[config.mk]
export PLATFORM = sky130hd
export DESIGN_NAME = mcu_top
export DESIGN_NICKNAME = d
export VERILOG_FILES = /design/src/design/mcu_pkg.sv /design/src/design/sys_bus_if.sv /design/src/design/reset_stretch.sv /design/src/design/word_ram.sv /design/src/design/bus_fabric.sv /design/src/design/interval_timer.sv /design/src/design/uart_core.sv /design/src/design/periph_block.sv /design/src/design/mcu_top.sv
export SDC_FILE = /design/constraint.sdc
export NUM_CORES = 2
export LEC_CHECK = 0
export ABC_AREA = 0
export BUFFER_PORTS_ARGS = -buffer_cell sky130_fd_sc_hd__buf_2
export CORE_MARGIN = 4
export CORE_UTILIZATION = 25
export CTS_BUF_LIST = sky130_fd_sc_hd__clkbuf_2 sky130_fd_sc_hd__clkbuf_4 sky130_fd_sc_hd__clkbuf_8
export DETAILED_ROUTE_END_ITERATION = 12
export GPL_ROUTABILITY_DRIVEN = 1
export SLEW_MARGIN = 30
export SYNTH_ARGS = -nofsm -noshare
export SYNTH_HDL_FRONTEND = slang
export SYNTH_SLANG_ARGS = --single-unit
[constraint.sdc]
create_clock -name clk -period 7.9 [get_ports clk]
set_input_delay 1.58 -clock clk [delete_from_list [all_inputs] [get_ports clk]]
set_output_delay 1.58 -clock clk [all_outputs]
set_load 0.005 [all_outputs]
[src/design/mcu_pkg.sv]
package mcu_pkg;

    // bus word, used for both address and data
    localparam int word_width = 16;
    typedef logic [word_width-1:0] word_t;

    // address map
    localparam word_t data_base   = 16'h8000;
    localparam word_t periph_base = 16'hFF00;

    // peripheral register offsets, low address byte
    localparam logic [7:0] reg_gpi          = 8'h00;
    localparam logic [7:0] reg_gpo          = 8'h01;
    localparam logic [7:0] reg_uart_data    = 8'h02;
    localparam logic [7:0] reg_uart_status  = 8'h03;
    localparam logic [7:0] reg_timer_period = 8'h04;
    localparam logic [7:0] reg_timer_count  = 8'h05;
    localparam logic [7:0] reg_irq_flags    = 8'h06;
    localparam logic [7:0] reg_irq_enable   = 8'h07;

    // interrupt flag bit positions
    localparam int irq_timer   = 0;
    localparam int irq_uart_rx = 1;
    localparam int irq_gpi0    = 2;
    localparam int irq_uart_tx = 3;

    // extra reset cycles after rst is released
    localparam int stretch_cycles = 4;

endpackage

[src/design/sys_bus_if.sv]
interface sys_bus_if;

    // select for this target, from the address decoder
    logic           sel;
    mcu_pkg::word_t addr;
    mcu_pkg::word_t wdata;
    logic           write_en;
    // registered read data, zero when the target was not read
    mcu_pkg::word_t rdata;

    modport initiator (
        output sel,
        output addr,
        output wdata,
        output write_en,
        input  rdata
    );

    modport target (
        input  sel,
        input  addr,
        input  wdata,
        input  write_en,
        output rdata
    );

endinterface

[src/design/reset_stretch.sv]
module reset_stretch (
    input  logic clk,
    input  logic rst,
    output logic sys_rst
);

    localparam int cnt_w = $clog2(mcu_pkg::stretch_cycles + 1);

    logic [cnt_w-1:0] cnt;

    // reload while rst is held, count down once it drops
    always_ff @(posedge clk) begin
        if (rst) begin
            cnt <= cnt_w'(mcu_pkg::stretch_cycles);
        end else if (cnt != '0) begin
            cnt <= cnt - 1'b1;
        end
    end

    assign sys_rst = rst | (cnt != '0);

endmodule

[src/design/word_ram.sv]
module word_ram #(
    parameter int depth = 128
) (
    input  logic      clk,
    input  logic      rst,
    sys_bus_if.target bus
);

    localparam int idx_w = $clog2(depth);

    mcu_pkg::word_t   mem [depth];
    logic [idx_w-1:0] idx;

    // address wraps modulo the depth
    assign idx = idx_w'(bus.addr % depth);

    always_ff @(posedge clk) begin
        if (bus.sel && bus.write_en) begin
            mem[idx] <= bus.wdata;
        end
    end

    // read data only for a selected read, zero otherwise
    always_ff @(posedge clk) begin
        if (rst) begin
            bus.rdata <= '0;
        end else if (bus.sel && !bus.write_en) begin
            bus.rdata <= mem[idx];
        end else begin
            bus.rdata <= '0;
        end
    end

endmodule

[src/design/bus_fabric.sv]
module bus_fabric (
    input  logic            clk,
    input  logic            rst,
    input  mcu_pkg::word_t  addr,
    input  mcu_pkg::word_t  wdata,
    input  logic            write_en,
    output mcu_pkg::word_t  rdata,
    sys_bus_if.initiator    code,
    sys_bus_if.initiator    data,
    sys_bus_if.initiator    periph
);

    logic       sel_code;
    logic       sel_data;
    logic       sel_periph;
    logic [2:0] rd_sel_q;

    // 0x0000-0x7fff code, 0x8000-0xfeff data, 0xff00-0xffff peripherals
    assign sel_code   = (addr < mcu_pkg::data_base);
    assign sel_periph = (addr >= mcu_pkg::periph_base);
    assign sel_data   = !sel_code && !sel_periph;

    assign code.sel   = sel_code;
    assign data.sel   = sel_data;
    assign periph.sel = sel_periph;

    // same request goes to every target
    assign code.addr       = addr;
    assign code.wdata      = wdata;
    assign code.write_en   = write_en;
    assign data.addr       = addr;
    assign data.wdata      = wdata;
    assign data.write_en   = write_en;
    assign periph.addr     = addr;
    assign periph.wdata    = wdata;
    assign periph.write_en = write_en;

    // remember which target was read last cycle
    always_ff @(posedge clk) begin
        if (rst) begin
            rd_sel_q <= '0;
        end else begin
            rd_sel_q <= write_en ? 3'b000 : {sel_periph, sel_data, sel_code};
        end
    end

    assign rdata = (code.rdata   & {mcu_pkg::word_width{rd_sel_q[0]}})
                 | (data.rdata   & {mcu_pkg::word_width{rd_sel_q[1]}})
                 | (periph.rdata & {mcu_pkg::word_width{rd_sel_q[2]}});

endmodule

[src/design/interval_timer.sv]
module interval_timer (
    input  logic           clk,
    input  logic           rst,
    input  mcu_pkg::word_t period,
    input  logic           restart,
    output mcu_pkg::word_t count,
    output logic           wrap
);

    logic running;

    // a zero period halts the counter
    assign running = (period != '0);

    always_ff @(posedge clk) begin
        if (rst) begin
            count <= '0;
        end else if (restart) begin
            count <= '0;
        end else if (running) begin
            if (count >= period) begin
                count <= '0;
            end else begin
                count <= count + 1'b1;
            end
        end
    end

    // pulse in the cycle the count would pass the period
    assign wrap = running && !restart && (count >= period);

endmodule

[src/design/uart_core.sv]
module uart_core #(
    parameter int clk_freq = 1000000,
    parameter int baud     = 62500
) (
    input  logic       clk,
    input  logic       rst,
    input  logic [7:0] tx_data,
    input  logic       tx_start,
    output logic       tx_busy,
    output logic       tx_done,
    output logic [7:0] rx_data,
    output logic       rx_strobe,
    input  logic       rx,
    output logic       tx
);

    localparam int bit_clks = clk_freq / baud;
    localparam int half_clks = bit_clks / 2;
    localparam int cnt_w = $clog2(bit_clks);

    typedef enum logic [1:0] {
        rx_idle,
        rx_start,
        rx_bits_st,
        rx_stop
    } rx_state_t;

    logic [9:0]       tx_shift;
    logic [3:0]       tx_bits;
    logic [cnt_w-1:0] tx_cnt;
    logic             tx_active;

    logic             rx_s1;
    logic             rx_s2;
    rx_state_t        rx_state;
    logic [cnt_w-1:0] rx_cnt;
    logic [2:0]       rx_bits;
    logic [7:0]       rx_shift;

    // transmitter: start, 8 data lsb first, stop
    always_ff @(posedge clk) begin
        tx_done <= 1'b0;
        if (rst) begin
            tx_active <= 1'b0;
            tx_bits   <= '0;
            tx_cnt    <= '0;
        end else if (!tx_active) begin
            if (tx_start) begin
                tx_shift  <= {1'b1, tx_data, 1'b0};
                tx_active <= 1'b1;
                tx_bits   <= '0;
                tx_cnt    <= '0;
            end
        end else if (tx_cnt == cnt_w'(bit_clks - 1)) begin
            tx_cnt   <= '0;
            tx_shift <= {1'b1, tx_shift[9:1]};
            if (tx_bits == 4'd9) begin
                tx_active <= 1'b0;
                tx_done   <= 1'b1;
            end else begin
                tx_bits <= tx_bits + 1'b1;
            end
        end else begin
            tx_cnt <= tx_cnt + 1'b1;
        end
    end

    assign tx      = tx_active ? tx_shift[0] : 1'b1;
    assign tx_busy = tx_active;

    // receiver, rx brought into the clock domain first
    always_ff @(posedge clk) begin
        rx_strobe <= 1'b0;
        if (rst) begin
            rx_s1    <= 1'b1;
            rx_s2    <= 1'b1;
            rx_state <= rx_idle;
            rx_cnt   <= '0;
            rx_bits  <= '0;
        end else begin
            rx_s1 <= rx;
            rx_s2 <= rx_s1;
            case (rx_state)
                rx_idle: begin
                    rx_cnt <= '0;
                    if (!rx_s2) begin
                        rx_state <= rx_start;
                    end
                end
                rx_start: begin
                    // line back high before mid start bit is a glitch
                    if (rx_s2) begin
                        rx_state <= rx_idle;
                    end else if (rx_cnt == cnt_w'(half_clks - 1)) begin
                        rx_cnt   <= '0;
                        rx_bits  <= '0;
                        rx_state <= rx_bits_st;
                    end else begin
                        rx_cnt <= rx_cnt + 1'b1;
                    end
                end
                rx_bits_st: begin
                    if (rx_cnt == cnt_w'(bit_clks - 1)) begin
                        rx_cnt   <= '0;
                        rx_shift <= {rx_s2, rx_shift[7:1]};
                        if (rx_bits == 3'd7) begin
                            rx_state <= rx_stop;
                        end else begin
                            rx_bits <= rx_bits + 1'b1;
                        end
                    end else begin
                        rx_cnt <= rx_cnt + 1'b1;
                    end
                end
                default: begin
                    // middle of the stop bit, drop the byte on a framing error
                    if (rx_cnt == cnt_w'(bit_clks - 1)) begin
                        rx_strobe <= rx_s2;
                        rx_state  <= rx_idle;
                    end else begin
                        rx_cnt <= rx_cnt + 1'b1;
                    end
                end
            endcase
        end
    end

    assign rx_data = rx_shift;

endmodule

[src/design/periph_block.sv]
module periph_block #(
    parameter int clk_freq = 1000000,
    parameter int baud     = 62500
) (
    input  logic           clk,
    input  logic           rst,
    sys_bus_if.target      bus,
    input  mcu_pkg::word_t gpi,
    output mcu_pkg::word_t gpo,
    input  logic           rx,
    output logic           tx,
    output logic [3:0]     irq
);

    logic [7:0]     offset;
    logic           wr;
    logic           rd;
    mcu_pkg::word_t period;
    mcu_pkg::word_t count;
    logic           wrap;
    logic           tx_busy;
    logic           tx_done;
    logic [7:0]     rx_data;
    logic           rx_strobe;
    logic [7:0]     rx_byte;
    logic           rx_valid;
    logic           gpi0_q;
    logic [3:0]     flags;
    logic [3:0]     irq_en;
    logic [3:0]     events;
    logic [3:0]     clr;
    mcu_pkg::word_t rd_val;

    assign offset = bus.addr[7:0];
    assign wr     = bus.sel && bus.write_en;
    assign rd     = bus.sel && !bus.write_en;

    interval_timer timer0 (
        .clk     (clk),
        .rst     (rst),
        .period  (period),
        .restart (wr && (offset == mcu_pkg::reg_timer_period)),
        .count   (count),
        .wrap    (wrap)
    );

    // the core drops a start while busy
    uart_core #(
        .clk_freq (clk_freq),
        .baud     (baud)
    ) uart0 (
        .clk       (clk),
        .rst       (rst),
        .tx_data   (bus.wdata[7:0]),
        .tx_start  (wr && (offset == mcu_pkg::reg_uart_data)),
        .tx_busy   (tx_busy),
        .tx_done   (tx_done),
        .rx_data   (rx_data),
        .rx_strobe (rx_strobe),
        .rx        (rx),
        .tx        (tx)
    );

    always_comb begin
        events = '0;
        events[mcu_pkg::irq_timer]   = wrap;
        events[mcu_pkg::irq_uart_rx] = rx_strobe;
        events[mcu_pkg::irq_gpi0]    = gpi[0] && !gpi0_q;
        events[mcu_pkg::irq_uart_tx] = tx_done;
    end

    // write one to clear
    assign clr = (wr && (offset == mcu_pkg::reg_irq_flags)) ? bus.wdata[3:0] : 4'h0;

    always_ff @(posedge clk) begin
        if (rst) begin
            gpo      <= '0;
            period   <= '0;
            irq_en   <= '0;
            flags    <= '0;
            irq      <= '0;
            rx_byte  <= '0;
            rx_valid <= 1'b0;
            gpi0_q   <= 1'b0;
        end else begin
            gpi0_q <= gpi[0];
            flags  <= (flags & ~clr) | events;
            irq    <= flags & irq_en;
            if (wr && (offset == mcu_pkg::reg_gpo)) begin
                gpo <= bus.wdata;
            end
            if (wr && (offset == mcu_pkg::reg_timer_period)) begin
                period <= bus.wdata;
            end
            if (wr && (offset == mcu_pkg::reg_irq_enable)) begin
                irq_en <= bus.wdata[3:0];
            end
            // a new byte wins over the read that clears valid
            if (rx_strobe) begin
                rx_byte  <= rx_data;
                rx_valid <= 1'b1;
            end else if (rd && (offset == mcu_pkg::reg_uart_data)) begin
                rx_valid <= 1'b0;
            end
        end
    end

    always_comb begin
        case (offset)
            mcu_pkg::reg_gpi:          rd_val = gpi;
            mcu_pkg::reg_gpo:          rd_val = gpo;
            mcu_pkg::reg_uart_data:    rd_val = {8'h00, rx_byte};
            mcu_pkg::reg_uart_status:  rd_val = {14'h0000, rx_valid, tx_busy};
            mcu_pkg::reg_timer_period: rd_val = period;
            mcu_pkg::reg_timer_count:  rd_val = count;
            mcu_pkg::reg_irq_flags:    rd_val = {12'h000, flags};
            mcu_pkg::reg_irq_enable:   rd_val = {12'h000, irq_en};
            default:                   rd_val = '0;
        endcase
    end

    always_ff @(posedge clk) begin
        if (rst) begin
            bus.rdata <= '0;
        end else begin
            bus.rdata <= rd ? rd_val : '0;
        end
    end

endmodule

[src/design/mcu_top.sv]
module mcu_top #(
    parameter int clk_freq   = 1000000,
    parameter int baud       = 62500,
    parameter int code_depth = 128,
    parameter int data_depth = 128
) (
    input  logic           clk,
    input  logic           rst,
    // host side of the system bus
    input  mcu_pkg::word_t addr,
    input  mcu_pkg::word_t wdata,
    input  logic           write_en,
    output mcu_pkg::word_t rdata,
    // peripheral pins
    input  mcu_pkg::word_t gpi,
    output mcu_pkg::word_t gpo,
    input  logic           rx,
    output logic           tx,
    output logic [3:0]     irq
);

    logic sys_rst;

    sys_bus_if code_bus ();
    sys_bus_if data_bus ();
    sys_bus_if periph_bus ();

    reset_stretch rst_stretch0 (
        .clk     (clk),
        .rst     (rst),
        .sys_rst (sys_rst)
    );

    bus_fabric fabric0 (
        .clk      (clk),
        .rst      (sys_rst),
        .addr     (addr),
        .wdata    (wdata),
        .write_en (write_en),
        .rdata    (rdata),
        .code     (code_bus.initiator),
        .data     (data_bus.initiator),
        .periph   (periph_bus.initiator)
    );

    word_ram #(.depth(code_depth)) code_ram (
        .clk (clk),
        .rst (sys_rst),
        .bus (code_bus.target)
    );

    word_ram #(.depth(data_depth)) data_ram (
        .clk (clk),
        .rst (sys_rst),
        .bus (data_bus.target)
    );

    periph_block #(
        .clk_freq (clk_freq),
        .baud     (baud)
    ) periph0 (
        .clk (clk),
        .rst (sys_rst),
        .bus (periph_bus.target),
        .gpi (gpi),
        .gpo (gpo),
        .rx  (rx),
        .tx  (tx),
        .irq (irq)
    );

endmodule

==> flow_summary.json <==
{
  "status": "complete, no violations",
  "via_per_inst": 4.735,
  "overflow": 0,
  "tns_ns": 0,
  "slew_headroom_pct": 26.93,
  "finalSetupViolCount": 0,
  "crit_slowest_cell": "buf_4",
  "rows": 297,
  "syn_nets": 8247,
  "grt_max_degree": 199,
  "antenna_left": 0,
  "seqCellArea_sq_mm": 0.1264,
  "io-pin-count": 89,
  "syn_area_per_cell_sq_um": 20.13,
  "die_area_sq_mm": 0.6706,
  "syn_area_sq_mm": 0.1644,
  "synth_top_area_share_pct": 75.13,
  "setup.worst_path.class": "in -> reg",
  "antenna_found_initial": 29,
  "max_stage_delay_ns": 0.66,
  "fin_cells": 18001,
  "worstHoldStart": "periph0.uart0.tx_done",
  "drtPass1Iterations": 6,
  "drv_slew": 0,
  "synth.yosys.warnings": 0,
  "setup.worst_path.start_class": "primary input",
  "cpMostUsedCell": "a21oi_1",
  "power.density_mw_per_mm2": 241.2,
  "initial_utilization_pct": 25.11,
  "place_congestion": 0.8037,
  "whs_endpoint": "periph0.flags[3]",
  "dp.cells": 16755,
  "h-tree-depth": 6,
  "synthArstFlopShare_pct": 0,
  "synth.distinct_cells": 59,
  "ctsHoldBuffers": 0,
  "post_cts_buffers": 0,
  "crit_buf_inv": 4,
  "synth.ff_latch_count": 4259,
  "layout_commonest_cell": "edfxtp_1",
  "synth-edff-count": 4113,
  "cts-root-buf": "clkbuf_8",
  "fp.dieW_microns": 818.9,
  "drc": 0,
  "finalClockSkew_ns": 0.08849,
  "leakage_uw": 0.05997,
  "whs_path_depth": 2,
  "ys.flop_type": "edfxtp_1",
  "via_count": 85240,
  "worstReg2RegStart": "code_ram.mem[101][12]",
  "grt_usage_pct": 13.10,
  "clockBufferDepth": 4,
  "cts_buffers": 687,
  "hold_viol": 0,
  "ir_drop_uv": 152.2,
  "cts_tree": "built",
  "maxCapViolCount": 0,
  "n_fill_cell": 63847,
  "tightest_slew_ns": 1.096,
  "netlist_instances": 8166,
  "fmax_mhz": 210.8,
  "worst-r2r-cell-count": 7,
  "reg2reg_to": "code_ram.bus.rdata[12]",
  "drive_above_1_share_pct": 26.83,
  "hpwlAfterDp_microns": 266300,
  "clock_sinks": 4259,
  "synthToLayoutAreaGrowth_pct": 16.26,
  "nets": 8859,
  "synth.area.top_cells": "edfxtp_1 75%, mux4_2 11%, mux2i_1 4.5%",
  "crit_chain": "buf_12 > buf_12 > buf_4 > buf_4 > mux4_2 > a221oi_1 > a21oi_1 > a21oi_1 > a21oi_1",
  "grt_pass1_vias": 83867,
  "min_period_over_period_pct": 60.04,
  "routedWlPerCell_microns": 25.39,
  "power_uw": 46100,
  "cts.clk_slew.worst_paths_ns": 0.06,
  "seq_area_frac_synth_pct": 76.91,
  "critPathMaxFanout": 65,
  "grt_pass1_wl_microns": 643600,
  "cts_resized": 0,
  "drt-total-wl_microns": 457100,
  "path_delay_family": "buffers and inverters",
  "drt_iter0_markers": 10884,
  "multi_input_area_sq_mm": 0.03650,
  "required_ns": 8.92,
  "coreArea_sq_mm": 0.6548,
  "fin_crit_ns": 4.743,
  "clock_latency_ns": 1.24,
  "hold_class": "reg -> reg",
  "r2r_slack_ns": 4.96,
  "die_h_microns": 818.9,
  "cp-end-kind": "flop",
  "worstPathArrival_ns": 5.77,
  "yosysTopAreaCell": "edfxtp_1",
  "rsz0062_at_grt": "false",
  "final_core_util_pct": 29.19,
  "final_cell_mix": "4113 x edfxtp_1, 772 x mux4_2, 744 x mux2i_1",
  "numPortBuffers": 88
}
## Yosys cell counts, types with 29 or more instances
cell / instances
buf_2: 183
mux2i_1: 744
ha_1: 29
dfxtp_1: 146
a21oi_1: 288
mux2_2: 47
a31oi_1: 118
a22oi_1: 230
mux4_2: 772
o21ai_0: 123
edfxtp_1: 4113
inv_1: 45
a221oi_1: 56
clkbuf_1: 210
buf_4: 64
nor2_1: 362
o211ai_1: 63
nand2_1: 303
## per-layer routing
metal  wire length, microns  global-route usage, %  up-vias
met5                    202                      0        -
met4                  11220                  3.415       30
met3                  45620                  3.290      695
met2                 208000                  20.12     4188
met1                 192000                  18.50    45354
li1                       -                      -    34973
## power breakdown
| group | total, uW | internal [uW] | switching [uW] | leakage, uW |
|---|---|---|---|---|
| logic | 2360 | 726 | 1640 | 0.0146 |
| clock network | 18900 | 10100 | 8780 | 0.00721 |
| registers | 24900 | 24800 | 37.3 | 0.0381 |
## flip-flops by register name (all words and copies together), names as in the netlist, 2 cells and up
register	count
periph0.uart0.rx_state	2
data_ram.bus.rdata	16
code_ram.bus.rdata	16
periph0.uart0.tx_cnt	4
periph0.period	16
periph0.uart0.rx_data	8
rst_stretch0.cnt	3
periph0.bus.rdata	16
periph0.flags	4
periph0.uart0.tx_shift	9
periph0.uart0.tx_bits	4
fabric0.rd_sel_q	3
periph0.gpo	16
data_ram.mem	2048
periph0.uart0.rx_cnt	4
code_ram.mem	2048
periph0.uart0.rx_bits	3
periph0.irq	4
periph0.rx_byte	8
periph0.irq_en	4
periph0.timer0.count	16
## area by class of cell
type                       instances  share of cell area (%)
tap                             8671                   5.676
multi-input combinational       3377                   19.10
inverter                          45                 0.08838
antenna                            5                0.006546
timing repair buffer             408                   1.874
clock inverter                   226                  0.7961
clock buffer                    1010                   6.311
sequential                      4259                   66.15
## logic make-up (layout without fill, tap and decap cells)
logic type / after synthesis / in the layout / share of synthesized area [%]
AND/OR/NAND/NOR: 800 / 800 / 2.044
buffers and inverters: 530 / 1689 / 1.499
XOR/XNOR: 19 / 19 / 0.1012
other: 0 / 5 / 0
adder cells (fa/ha/maj): 29 / 29 / 0.2207
flip-flops: 4259 / 4259 / 76.91
multiplexers: 1563 / 1563 / 15.43
AO/OA/AOI/OAI: 966 / 966 / 3.798
## worst max-delay path by stage
stage	depth (start not counted)	slack, ns	to	start
2_1_floorplan	9	3.65	code_ram.mem[103][0]	addr[0]
3_3_place_gp	10	1.79	code_ram.bus.rdata[12]	addr[0]
3_5_place_dp	10	1.86	code_ram.bus.rdata[12]	addr[0]
4_1_cts	10	3.14	code_ram.bus.rdata[12]	addr[0]
5_1_grt	9	2.95	code_ram.bus.rdata[3]	addr[0]
6_report	9	3.16	code_ram.bus.rdata[4]	addr[0]
## metrics by stage
step,worst slack (ns),hold slack (ns),area [sq um]
final,3.157,0.4419,191100
after global routing,2.948,0.4671,191100
after CTS,3.138,0.4363,190900
after detailed placement,1.859,0.4295,177400
after global placement,1.793,0.4282,176800
after floorplan,3.646,0.3899,164400
## worst register-to-register path: stages (launching register included)
cell      delay [ns]
edfxtp_1        0.35
mux4_2          0.47
mux2i_1         0.38
nor2_1          0.15
a211oi_1        0.58
a31oi_1         0.17
a21oi_2         0.54
a21oi_1         0.14
(Power assumes the default switching activity.)
